**src/switch_pkg.sv**
```systemverilog
////////////////////////////////////////////////////////////
// Shared widths, address map and response codes for the
// write side of the crossbar master port
////////////////////////////////////////////////////////////

`default_nettype none

package switch_pkg;

    // Topology and field widths
    localparam int SLV_NB   = 4;
    localparam int ADDR_W   = 16;
    localparam int ID_W     = 4;
    localparam int DATA_W   = 8;

    // Each slave owns one 4 KB region, slave k at k << REGION_W
    localparam int REGION_W = 12;

    // Address channel word is {id, addr}
    localparam int AWCH_W   = ID_W + ADDR_W;

    // Response channel word is {resp, id}
    localparam int BCH_W    = 2 + ID_W;

    localparam logic [1:0] RESP_OKAY   = 2'd0;
    localparam logic [1:0] RESP_DECERR = 2'd3;

    typedef logic [SLV_NB-1:0] slv_mask_t;
    typedef logic [ID_W-1:0]   id_t;
    typedef logic [ADDR_W-1:0] addr_t;

endpackage

`default_nettype wire

```
**src/aw_decoder.sv**
```systemverilog
////////////////////////////////////////////////////////////
// Write address decode against the slave map and route mask,
// with a fake handshake for unmapped addresses
////////////////////////////////////////////////////////////

`timescale 1ns/10ps
`default_nettype none

module aw_decoder
    import switch_pkg::*;
#(
    parameter slv_mask_t MST_ROUTES = 4'b1111
)(
    input  wire                     aclk,
    input  wire                     aresetn,
    input  wire                     i_awvalid,
    input  wire        [AWCH_W-1:0] i_awch,
    input  wire  slv_mask_t         i_awready_slv,
    input  wire                     i_sel_full,
    input  wire                     i_err_full,
    output slv_mask_t               o_slv_awvalid,
    output logic                    o_awready,
    output slv_mask_t               o_sel,
    output logic                    o_sel_push,
    output logic                    o_misroute,
    output id_t                     o_err_id
);

    localparam int REG_IDX_W = ADDR_W - REGION_W;

    addr_t     addr;
    slv_mask_t target;
    logic      misroute_q;

    assign addr = i_awch[ADDR_W-1:0];

    // Region index in the upper address bits, allowed routes only
    always_comb begin
        for (int k = 0; k < SLV_NB; k++) begin
            target[k] = MST_ROUTES[k] &&
                        (addr[ADDR_W-1:REGION_W] == REG_IDX_W'(k));
        end
    end

    // No strobe while the select queue cannot take the route
    assign o_slv_awvalid = target & {SLV_NB{i_awvalid & ~i_sel_full}};

    assign o_awready = (|target) ? (|(target & i_awready_slv)) & ~i_sel_full
                                 : misroute_q;

    // Zero mask is queued too, so its data beats get sunk
    assign o_sel      = target;
    assign o_sel_push = i_awvalid & o_awready;

    ////////////////////////////////////////////////////////////
    // Misroute pulse
    ////////////////////////////////////////////////////////////

    always_ff @(posedge aclk or negedge aresetn) begin
        if (!aresetn) begin
            misroute_q <= 1'b0;
        end else if (misroute_q) begin
            misroute_q <= 1'b0;
        end else if (i_awvalid && !(|target) && !i_err_full && !i_sel_full) begin
            misroute_q <= 1'b1;
        end
    end

    assign o_misroute = misroute_q;
    assign o_err_id   = i_awch[ADDR_W +: ID_W];

endmodule

`default_nettype wire

```
**src/target_queue.sv**
```systemverilog
////////////////////////////////////////////////////////////
// Small synchronous FIFO, head shown combinationally
////////////////////////////////////////////////////////////

`timescale 1ns/10ps
`default_nettype none

module target_queue #(
    parameter int DEPTH = 4,
    parameter int WIDTH = 8
)(
    input  wire              aclk,
    input  wire              aresetn,
    input  wire              i_push,
    input  wire  [WIDTH-1:0] i_data,
    input  wire              i_pop,
    output logic [WIDTH-1:0] o_data,
    output logic             o_full,
    output logic             o_empty
);

    localparam int PTR_W = (DEPTH > 1) ? $clog2(DEPTH) : 1;
    localparam int CNT_W = $clog2(DEPTH + 1);

    logic [WIDTH-1:0] mem [DEPTH];
    logic [PTR_W-1:0] wr_ptr;
    logic [PTR_W-1:0] rd_ptr;
    logic [CNT_W-1:0] count;
    logic             do_push;
    logic             do_pop;

    assign do_push = i_push & ~o_full;
    assign do_pop  = i_pop & ~o_empty;

    always_ff @(posedge aclk or negedge aresetn) begin
        if (!aresetn) begin
            wr_ptr <= '0;
            rd_ptr <= '0;
            count  <= '0;
        end else begin
            if (do_push) begin
                wr_ptr <= (wr_ptr == PTR_W'(DEPTH - 1)) ? '0 : wr_ptr + 1'b1;
            end
            if (do_pop) begin
                rd_ptr <= (rd_ptr == PTR_W'(DEPTH - 1)) ? '0 : rd_ptr + 1'b1;
            end
            // Count only moves when exactly one side is active
            if (do_push && !do_pop) begin
                count <= count + 1'b1;
            end else if (!do_push && do_pop) begin
                count <= count - 1'b1;
            end
        end
    end

    always_ff @(posedge aclk) begin
        if (do_push) begin
            mem[wr_ptr] <= i_data;
        end
    end

    assign o_data  = mem[rd_ptr];
    assign o_full  = (count == CNT_W'(DEPTH));
    assign o_empty = (count == '0);

endmodule

`default_nettype wire

```
**src/w_steering.sv**
```systemverilog
////////////////////////////////////////////////////////////
// Write data routing by the slave mask at the queue head
////////////////////////////////////////////////////////////

`timescale 1ns/10ps
`default_nettype none

module w_steering
    import switch_pkg::*;
(
    input  wire                     i_wvalid,
    input  wire                     i_wlast,
    input  wire        [DATA_W-1:0] i_wch,
    input  wire  slv_mask_t         i_slv_wready,
    input  wire  slv_mask_t         i_sel,
    input  wire                     i_sel_empty,
    output logic                    o_wready,
    output slv_mask_t               o_slv_wvalid,
    output slv_mask_t               o_slv_wlast,
    output logic       [DATA_W-1:0] o_slv_wch,
    output logic                    o_sel_pop
);

    slv_mask_t route;

    // Nothing is routed until an address has been accepted
    assign route = i_sel & {SLV_NB{~i_sel_empty}};

    assign o_slv_wvalid = route & {SLV_NB{i_wvalid}};
    assign o_slv_wlast  = route & {SLV_NB{i_wlast}};
    assign o_slv_wch    = i_wch;

    // Zero mask means decode error, beats are swallowed here
    always_comb begin
        if (i_sel_empty) begin
            o_wready = 1'b0;
        end else if (|i_sel) begin
            o_wready = |(i_sel & i_slv_wready);
        end else begin
            o_wready = 1'b1;
        end
    end

    // Burst done, move on to the next queued route
    assign o_sel_pop = i_wvalid & o_wready & i_wlast;

endmodule

`default_nettype wire

```
**src/rr_arbiter.sv**
```systemverilog
////////////////////////////////////////////////////////////
// Round-robin arbiter with a one-hot grant register
////////////////////////////////////////////////////////////

`timescale 1ns/10ps
`default_nettype none

module rr_arbiter #(
    parameter int REQ_NB = 4
)(
    input  wire               aclk,
    input  wire               aresetn,
    input  wire               i_en,
    input  wire  [REQ_NB-1:0] i_req,
    output logic [REQ_NB-1:0] o_grant
);

    localparam int IDX_W = (REQ_NB > 1) ? $clog2(REQ_NB) : 1;

    logic [REQ_NB-1:0] grant_q;
    logic [REQ_NB-1:0] grant_next;
    logic [IDX_W-1:0]  cur_idx;
    logic              found;

    // Index of the current owner
    always_comb begin
        cur_idx = '0;
        for (int k = 0; k < REQ_NB; k++) begin
            if (grant_q[k]) begin
                cur_idx = IDX_W'(k);
            end
        end
    end

    // First active request after the owner, owner itself checked last
    always_comb begin
        grant_next = grant_q;
        found      = 1'b0;
        for (int off = 1; off <= REQ_NB; off++) begin
            if (!found && i_req[(int'(cur_idx) + off) % REQ_NB]) begin
                grant_next = '0;
                grant_next[(int'(cur_idx) + off) % REQ_NB] = 1'b1;
                found = 1'b1;
            end
        end
    end

    always_ff @(posedge aclk or negedge aresetn) begin
        if (!aresetn) begin
            grant_q <= REQ_NB'(1);
        end else if (i_en) begin
            grant_q <= grant_next;
        end
    end

    assign o_grant = grant_q;

endmodule

`default_nettype wire

```
**src/b_merge.sv**
```systemverilog
////////////////////////////////////////////////////////////
// Write response merge: queued decode errors first, then
// slave responses picked by round-robin
////////////////////////////////////////////////////////////

`timescale 1ns/10ps
`default_nettype none

module b_merge
    import switch_pkg::*;
(
    input  wire                            aclk,
    input  wire                            aresetn,
    input  wire                            i_bready,
    input  wire  slv_mask_t                i_slv_bvalid,
    input  wire        [SLV_NB*BCH_W-1:0]  i_slv_bch,
    input  wire  id_t                      i_err_id,
    input  wire                            i_err_empty,
    output logic                           o_bvalid,
    output logic       [BCH_W-1:0]         o_bch,
    output slv_mask_t                      o_slv_bready,
    output logic                           o_err_pop
);

    slv_mask_t        grant;
    logic             arb_en;
    logic             slv_valid;
    logic [BCH_W-1:0] slv_bch;
    logic             use_err;
    logic             stall_q;
    logic             src_err_q;

    ////////////////////////////////////////////////////////////
    // Slave side selection
    ////////////////////////////////////////////////////////////

    assign slv_valid = |(grant & i_slv_bvalid);

    always_comb begin
        slv_bch = '0;
        for (int k = 0; k < SLV_NB; k++) begin
            if (grant[k]) begin
                slv_bch = i_slv_bch[k*BCH_W +: BCH_W];
            end
        end
    end

    // Rotate after an accepted response, or skip an idle owner
    assign arb_en = (slv_valid & i_bready & ~use_err) | ~slv_valid;

    rr_arbiter #(
        .REQ_NB (SLV_NB)
    ) u_rr_arbiter (
        .aclk    (aclk),
        .aresetn (aresetn),
        .i_en    (arb_en),
        .i_req   (i_slv_bvalid),
        .o_grant (grant)
    );

    ////////////////////////////////////////////////////////////
    // Source lock while the master stalls
    ////////////////////////////////////////////////////////////

    // A stalled response keeps its source so the word stays stable
    always_ff @(posedge aclk or negedge aresetn) begin
        if (!aresetn) begin
            stall_q   <= 1'b0;
            src_err_q <= 1'b0;
        end else begin
            stall_q   <= o_bvalid & ~i_bready;
            src_err_q <= use_err;
        end
    end

    assign use_err = stall_q ? src_err_q : ~i_err_empty;

    assign o_bvalid = use_err | slv_valid;
    assign o_bch    = use_err ? {RESP_DECERR, i_err_id} : slv_bch;

    assign o_slv_bready = grant & {SLV_NB{i_bready & ~use_err}};
    assign o_err_pop    = use_err & i_bready;

endmodule

`default_nettype wire

```
**src/write_switch_top.sv**
```systemverilog
////////////////////////////////////////////////////////////
// Write half of one crossbar master port over four slaves,
// set MST_ROUTES to choose the slaves this master may reach
////////////////////////////////////////////////////////////

`timescale 1ns/10ps
`default_nettype none

module write_switch_top
    import switch_pkg::*;
#(
    parameter slv_mask_t MST_ROUTES = 4'b1011
)(
    input  wire                            aclk,
    input  wire                            aresetn,
    // Master side
    input  wire                            i_awvalid,
    output logic                           o_awready,
    input  wire        [AWCH_W-1:0]        i_awch,
    input  wire                            i_wvalid,
    output logic                           o_wready,
    input  wire                            i_wlast,
    input  wire        [DATA_W-1:0]        i_wch,
    output logic                           o_bvalid,
    input  wire                            i_bready,
    output logic       [BCH_W-1:0]         o_bch,
    // Slave side
    output slv_mask_t                      o_slv_awvalid,
    input  wire  slv_mask_t                i_slv_awready,
    output logic       [AWCH_W-1:0]        o_slv_awch,
    output slv_mask_t                      o_slv_wvalid,
    input  wire  slv_mask_t                i_slv_wready,
    output slv_mask_t                      o_slv_wlast,
    output logic       [DATA_W-1:0]        o_slv_wch,
    input  wire  slv_mask_t                i_slv_bvalid,
    output slv_mask_t                      o_slv_bready,
    input  wire        [SLV_NB*BCH_W-1:0]  i_slv_bch
);

    slv_mask_t sel_in;
    slv_mask_t sel_head;
    logic      sel_push;
    logic      sel_pop;
    logic      sel_full;
    logic      sel_empty;
    id_t       err_id_in;
    id_t       err_id_head;
    logic      err_push;
    logic      err_pop;
    logic      err_full;
    logic      err_empty;

    assign o_slv_awch = i_awch;

    aw_decoder #(
        .MST_ROUTES (MST_ROUTES)
    ) u_aw_decoder (
        .aclk          (aclk),
        .aresetn       (aresetn),
        .i_awvalid     (i_awvalid),
        .i_awch        (i_awch),
        .i_awready_slv (i_slv_awready),
        .i_sel_full    (sel_full),
        .i_err_full    (err_full),
        .o_slv_awvalid (o_slv_awvalid),
        .o_awready     (o_awready),
        .o_sel         (sel_in),
        .o_sel_push    (sel_push),
        .o_misroute    (err_push),
        .o_err_id      (err_id_in)
    );

    // Route of each accepted address, consumed by the data channel
    target_queue #(
        .DEPTH (4),
        .WIDTH (SLV_NB)
    ) u_sel_queue (
        .aclk    (aclk),
        .aresetn (aresetn),
        .i_push  (sel_push),
        .i_data  (sel_in),
        .i_pop   (sel_pop),
        .o_data  (sel_head),
        .o_full  (sel_full),
        .o_empty (sel_empty)
    );

    // IDs waiting for a DECERR response
    target_queue #(
        .DEPTH (4),
        .WIDTH (ID_W)
    ) u_err_queue (
        .aclk    (aclk),
        .aresetn (aresetn),
        .i_push  (err_push),
        .i_data  (err_id_in),
        .i_pop   (err_pop),
        .o_data  (err_id_head),
        .o_full  (err_full),
        .o_empty (err_empty)
    );

    w_steering u_w_steering (
        .i_wvalid     (i_wvalid),
        .i_wlast      (i_wlast),
        .i_wch        (i_wch),
        .i_slv_wready (i_slv_wready),
        .i_sel        (sel_head),
        .i_sel_empty  (sel_empty),
        .o_wready     (o_wready),
        .o_slv_wvalid (o_slv_wvalid),
        .o_slv_wlast  (o_slv_wlast),
        .o_slv_wch    (o_slv_wch),
        .o_sel_pop    (sel_pop)
    );

    b_merge u_b_merge (
        .aclk         (aclk),
        .aresetn      (aresetn),
        .i_bready     (i_bready),
        .i_slv_bvalid (i_slv_bvalid),
        .i_slv_bch    (i_slv_bch),
        .i_err_id     (err_id_head),
        .i_err_empty  (err_empty),
        .o_bvalid     (o_bvalid),
        .o_bch        (o_bch),
        .o_slv_bready (o_slv_bready),
        .o_err_pop    (err_pop)
    );

endmodule

`default_nettype wire

```
**config.mk**
```make
export PLATFORM = sky130hd
export DESIGN_NAME = write_switch_top
export DESIGN_NICKNAME = d
export VERILOG_FILES = /design/src/switch_pkg.sv /design/src/aw_decoder.sv /design/src/target_queue.sv /design/src/w_steering.sv /design/src/rr_arbiter.sv /design/src/b_merge.sv /design/src/write_switch_top.sv
export SDC_FILE = /design/constraint.sdc
export NUM_CORES = 1
export LEC_CHECK = 0
export BUFFER_PORTS_ARGS = -buffer_cell sky130_fd_sc_hd__buf_2
export CELL_PAD_IN_SITES_DETAIL_PLACEMENT = 0
export CELL_PAD_IN_SITES_GLOBAL_PLACEMENT = 1
export CORE_ASPECT_RATIO = 0.7
export CORE_UTILIZATION = 39
export DETAILED_ROUTE_END_ITERATION = 7
export PLACE_DENSITY = 0.78
export SETUP_SLACK_MARGIN = 0.2
export SLEW_MARGIN = 20
export SYNTH_ARGS = -nofsm -noshare
export SYNTH_HDL_FRONTEND = slang
export SYNTH_HIERARCHICAL = 1
export SYNTH_SLANG_ARGS = --single-unit
export TNS_END_PERCENT = 1
```
**constraint.sdc**
```tcl
create_clock -name aclk -period 4.1 [get_ports aclk]
set_clock_uncertainty 0.2 [all_clocks]
set_input_delay 0.615 -clock aclk [delete_from_list [all_inputs] [get_ports aclk]]
set_output_delay 0.615 -clock aclk [all_outputs]
set_load 0.02 [all_outputs]
```
==> run metrics, run 1 <==
Yosys cell types=71; global routing's busiest layer=met2; unrepaired setup endpoints after global routing=false; P_leak=0.00169 uW; fmax=0.300 GHz; Max VDD drop=256 uV; post-CTS setup buffers=0; routed wire length per instance=14.7 um; Avg Vias per Cell=5.06; pin count of the biggest net entering global routing=26; Clock Latency Late Sink=0.29 ns; P&R area growth vs syn=11.2%; most frequent cells in the layout=buf_2 (80), edfxtp_1 (32), dfrtp_1 (20), inv_1 (17), ha_1 (14); clock buffer count from CTS=5; worst hold path class=in -> async; met2 usage=0.225; Worst-Margin Slew=0.783 ns; Synth Warn #=6; Core Area=8690 um2; Placer Congestion=0.728; crit path time final=3.33 ns; arrival time at the worst endpoint=3.31 ns; CTS tree=yes; Nets=434; final setup vio count=0; Root Driver=clkbuf_16; Post-synth ARST share=0.396; Main synth FF type=edfxtp_1; initial antenna violation count=0; fillers=810; CP Max Fanout=7; CP Capture Type=flop; Reg2Reg Setup Slack=0.77 ns; CTS Hold Bufs=0; H-tree Lvls=2; placed cells=461; clk sinks=53; Seq cells post-synth=53; max_cap viols=0; layout cells sized above 1=0.401; met3 usage=0.0241; 1st-iter DRT viols=75; outcome=completed; slew margin rel.=0.472; Layout Cells excl Fill=469; post-route ant nets=0; antenna cells=0; met1 Usage GRT=0.206; pwr/cell area=695 nW/um2; initial core utilization=0.414; vias in the first global route=2,163; clock transition at the registers of the reported paths=0.07 ns; Synth Instances=301; mapped cell area=3600 um2; Pins Over Slew Limit=0; Post-synth EDFFs=32; Resize count post-CTS=0; Fin. Hold Viols=0; input/output buffers=80; Final Cycle Share=0.813; final wirelength=6880 um; row count=28; die height=82.4 um; dpl hpwl=5220 um; Initial DRT Pass Iterations=4; total number of vias=2,371; gr usage total=0.144; Die X=117 um; most common cell after layout, fill and taps aside=buf_2; post-synthesis sequential area ratio=0.413; Syn Area/Cell=12.0 um2; TNS Setup=0 ns; Setup crit start kind=flop; I/O Pins=123; first-pass GRT wire length=10,600 um; worst path required time=4.08 ns; CTS max path bufs=2; GRT overflow=0; Layout Utilization=0.461; DRC Markers=0; die area=9630 um2; critical path class=reg -> reg
==> cell type report <==
type / count / area, um2 / share of cell area
tap: 120 / 150 / 0.0375
multi-input combinational: 188 / 1730 / 0.432
sequential: 53 / 1490 / 0.372
timing repair buffer: 82 / 415 / 0.104
clock inverter: 3 / 26.3 / 0.00656
clock buffer: 5 / 125 / 0.0313
inverter: 18 / 67.6 / 0.0169
==> worst max-delay path: stages, from the launching register on <==
cell and delay, ns:
dfrtp_1 0.55, mux4_2 0.59, or4_4 0.55, a31oi_1 0.25
nand2b_4 0.11, ha_1 0.22, inv_1 0.08, fa_1 0.40
mux2_2 0.26
==> routing by layer <==
metal | part of all wire | up-vias
met3 | 0.040 | 10
met5 | 0 | -
met1 | 0.51 | 1139
li1 | - | 1162
met4 | 0.0078 | 0
met2 | 0.44 | 60
==> logic make-up after synthesis <==
group                      synth area share
AOI/OAI and AO/OA                    0.0876
xor gates and xnor gates             0.0146
adders and majority gates            0.0598
buffers and inverters                 0.107
DFF                                   0.413
muxes                                 0.129
other                               0.00104
and+or+nand+nor                       0.187
==> per-stage QoR <==
step / hold slack (ns) / setup WS, ns / total power [uW] / area, um2
6_report: 0.0836 / 0.767 / 2780 / 4000
5_1_grt: 0.119 / 0.640 / 2980 / 4000
4_1_cts: 0.0929 / 0.750 / 2810 / 4000
3_5_place_dp: 0.294 / 0.762 / 2380 / 3850
3_3_place_gp: 0.291 / 0.818 / 2330 / 3850
2_1_floorplan: 0.119 / 0.959 / 2080 / 3600
==> synthesized netlist by cell type, drive strengths merged (3+ instances only) <==
library cell	count	share of area
nand2	12	0.013
and2	14	0.025
or3	3	0.0066
edfxtp	32	0.27
or4	3	0.0073
nand3	3	0.0056
nand2b	4	0.011
nor2	13	0.014
a32oi	5	0.012
xor2	4	0.0097
ha	14	0.049
a22oi	3	0.0063
nand3b	6	0.013
nor3b	3	0.013
inv	18	0.019
and3b	3	0.0076
mux2i	6	0.018
and3	5	0.0090
dfrtp	20	0.14
nand4bb	4	0.013
a21oi	8	0.011
mux4	9	0.056
buf	42	0.087
a221oi	3	0.0090
nor2b	12	0.026
nor3	6	0.0097
mux2	15	0.055
==> flip-flops by register name (all words and copies together), names as in the netlist, 2 cells and up <==
signal / count
u_err_queue/rd_ptr: 2
u_err_queue/count: 3
u_sel_queue/mem: 16
u_b_merge/u_rr_arbiter/o_grant: 4
u_sel_queue/wr_ptr: 2
u_sel_queue/rd_ptr: 2
u_err_queue/wr_ptr: 2
u_sel_queue/count: 3
u_err_queue/mem: 16
==> final timing paths <==
| path | from | to | cells past startpoint |
|---|---|---|---|
| max | u_sel_queue/rd_ptr[0] | u_sel_queue/count[1] | 8 |
| min | aresetn | u_sel_queue/rd_ptr[0] | 1 |
| max reg2reg | u_sel_queue/rd_ptr[0] | u_sel_queue/count[1] | 8 |
| min reg2reg | u_err_queue/count[2] | u_err_queue/count[2] | 1 |
| max in group asynchronous | aresetn | u_b_merge/u_rr_arbiter/o_grant[0] | 1 |
| min in group aclk | u_err_queue/count[2] | u_err_queue/count[2] | 1 |
==> power by group <==
group,switching (uW),internal (uW)
Clock,185,230
Combinational,714,730
Sequential,210,714
Total,1110,1670
No activity file was read; power rests on OpenSTA's default activity.
==> run 2: changes to the inputs <==
==> constraint.sdc (replaced) <==
create_clock -name aclk -period 3.3 [get_ports aclk]
set_clock_uncertainty 0.2 [all_clocks]
set_input_delay 0.495 -clock aclk [delete_from_list [all_inputs] [get_ports aclk]]
set_output_delay 0.495 -clock aclk [all_outputs]
set_load 0.02 [all_outputs]
==> run 2 against run 1 <==
  * Hold slack gained 0.16 ns
  * Routed wire length grew 4.7%
  * Register-to-register slack lost 0.51 ns
  * Design area grew 3.2%
  * Total power grew 29%
  * Combinational power grew 36%
  * Largest power group unchanged
  * Die area is the same
  * Via count grew 2.5%
  * Non-clock buffer count grew 13
  * Highest routed layer unchanged
  * Sequential share of layout area shrank 1.1 points
  * Critical path depth is the same
  * Maximum frequency grew 9.7%
==> run metrics, run 2 (synthesized netlist as in run 1, its figures left out) <==
pwr/cell area=868 nW/um2 (+25%); max_cap viols=0 (unchanged); CP Max Fanout=5 (-2); max incr delay on CP=0.57 ns (-0.02 ns); row count=28 (unchanged); antenna cells=0 (unchanged); H-tree Lvls=2 (unchanged); TNS Setup=0 ns (unchanged); clk sinks=53 (unchanged); WP buf/inv=1 (unchanged); Max VDD drop=332 uV (+30%); arrival time at the worst endpoint=3.01 ns (-0.30 ns); register area=1490 um2 (about the same); most common cell after layout, fill and taps aside=buf_2; first-pass GRT wire length=11,300 um (+7.2%); Crit-path slowest cell=or4_4; Top delay family on crit path=multiplexers; final wirelength=7200 um (+4.7%); Layout Utilization=0.476 (+0.0148); I/O Pins=123 (unchanged); vias in the first global route=2,289 (+5.8%); DRC Markers=0 (unchanged); Worst path depth=8 (unchanged); P&R area growth vs syn=14.7%; Initial DRT Pass Iterations=4 (unchanged); fmax=0.329 GHz (+9.7%); slew margin rel.=0.436 (-0.0367); GRT overflow=0 (unchanged); Final Cycle Share=0.921 (+0.108); layout cells sized above 1=0.431 (+0.0298); Setup crit start kind=flop; Avg Vias per Cell=5.04 (-0.23%); crit path time final=3.04 ns (-0.295 ns); Reg2Reg Setup Slack=0.26 ns (-0.51 ns); Nets=447 (+3.0%); outcome=completed; clock transition at the registers of the reported paths=0.08 ns (about the same); Placer Congestion=0.775 (+6.4%); worst hold path class=in -> reg; Clock Latency Late Sink=0.29 ns (about the same); Critical Path, Cell by Cell=mux4_2 -> or4_4 -> a31oi_4 -> nand2b_4 -> ha_4 -> inv_2 -> fa_1 -> mux2_2; Core Area=8690 um2 (unchanged); unrepaired setup endpoints after global routing=true; total number of vias=2,431 (+2.5%); post-route ant nets=0 (unchanged); Die X=117 um (unchanged); input/output buffers=80 (unchanged); final setup vio count=0 (unchanged); clock buffer count from CTS=5 (unchanged); P_leak=0.00175 uW (+3.8%); die height=82.4 um (unchanged); Root Driver=clkbuf_16; fillers=830 (+2.5%); Fin. Hold Viols=0 (unchanged); Worst-Margin Slew=0.837 ns (+0.0545 ns); Pins Over Slew Limit=0 (unchanged); multi-input logic area=1760 um2 (+1.6%); gr usage total=0.155 (+0.0105); worst hold stages=1; worst path required time=3.27 ns (-0.81 ns); initial antenna violation count=0 (unchanged); die area=9630 um2 (unchanged); 1st-iter DRT viols=93 (+24%); CP Capture Type=flop; reg2reg path depth=8 (unchanged); CTS tree=yes; routed wire length per instance=14.9 um (+1.9%); critical path class=reg -> reg; most frequent cells in the layout=buf_2 (80), edfxtp_1 (32), dfrtp_1 (19), inv_1 (16), buf_4 (14); dpl hpwl=5530 um (+6.1%); initial core utilization=0.414 (unchanged); pin count of the biggest net entering global routing=25 (-3.8%); CTS max path bufs=2 (unchanged)
[run 2: cell types whose count changed in the layout (fill, tap and decap cells not counted)]
cell           previous run  this run
buf_4                     2        14
a31oi_1                   2         1
a31oi_4                   0         1
dfrtp_1                  20        19
dfrtp_2                   0         1
dlygate4sd3_1             0         1
ha_1                     14        13
ha_4                      0         1
inv_1                    17        16
inv_2                     1         2
[run 2: layer usage]
| metal | vias up | track usage | part of all wire |
|---|---|---|---|
| met5 | - | 0 | 0 |
| met4 | 0 | 0.0582 | 0.025 |
| met3 | 16 | 0.0241 | 0.037 |
| met2 | 52 | 0.233 | 0.44 |
| met1 | 1174 | 0.224 | 0.50 |
| li1 | 1189 | - | - |
[run 2: layout make-up]
cell class                 count  area share
tap                          120      0.0363
multi-input combinational    188       0.426
sequential                    53       0.360
clock inverter                 3     0.00636
inverter                      18      0.0164
timing repair buffer          95       0.125
clock buffer                   5      0.0303
[run 2: worst paths after layout]
kind,startpoint,to
max,u_sel_queue/rd_ptr[0],u_sel_queue/count[1]
min,i_awch[18],u_err_queue/mem[2][2]
max reg2reg,u_sel_queue/rd_ptr[0],u_sel_queue/count[1]
min reg2reg,u_err_queue/count[2],u_err_queue/count[2]
max in group asynchronous,aresetn,u_b_merge/u_rr_arbiter/o_grant[0]
min in group asynchronous,aresetn,u_sel_queue/wr_ptr[1]
[run 2: power breakdown]
group / internal (uW) / total [uW] / switching (uW)
clock: 286 / 524 / 238
combinational: 990 / 1960 / 974
sequential: 889 / 1100 / 208
total: 2170 / 3580 / 1420
[run 2: stage by stage]
step / cells / instance area [um2] / total power, uW / hold WS, ns / worst slack (ns)
after global routing: 482 / 4130 / 3850 / 0.242 / 0.184
after floorplan: 302 / 3610 / 2590 / -0.000591 / 0.208
after global placement: 467 / 3900 / 2960 / 0.295 / 0.0812
final: 482 / 4130 / 3580 / 0.247 / 0.261
after detailed placement: 467 / 3900 / 3010 / 0.287 / 0.0319
after CTS: 479 / 4110 / 3590 / 0.241 / 0.196
[run 2: timing repair]
item                       4_1_cts  5_1_grt
gates resized for setup          5        0
pin swaps                        3        3
setup endpoints to repair        2        2
hold buffers                     1        0
hold endpoints to repair        20        0
buffers inserted                 3        3
[run 2: worst register-to-register path, delay by kind of cell (launching register included)]
family | cells | cell delay [ns]
multiplexers | 2 | 0.82
adder cells (fa/ha/maj) | 2 | 0.56
buffers and inverters | 1 | 0.05
flip-flops | 1 | 0.45
AO/OA/AOI/OAI | 1 | 0.20
AND/OR/NAND/NOR | 2 | 0.65
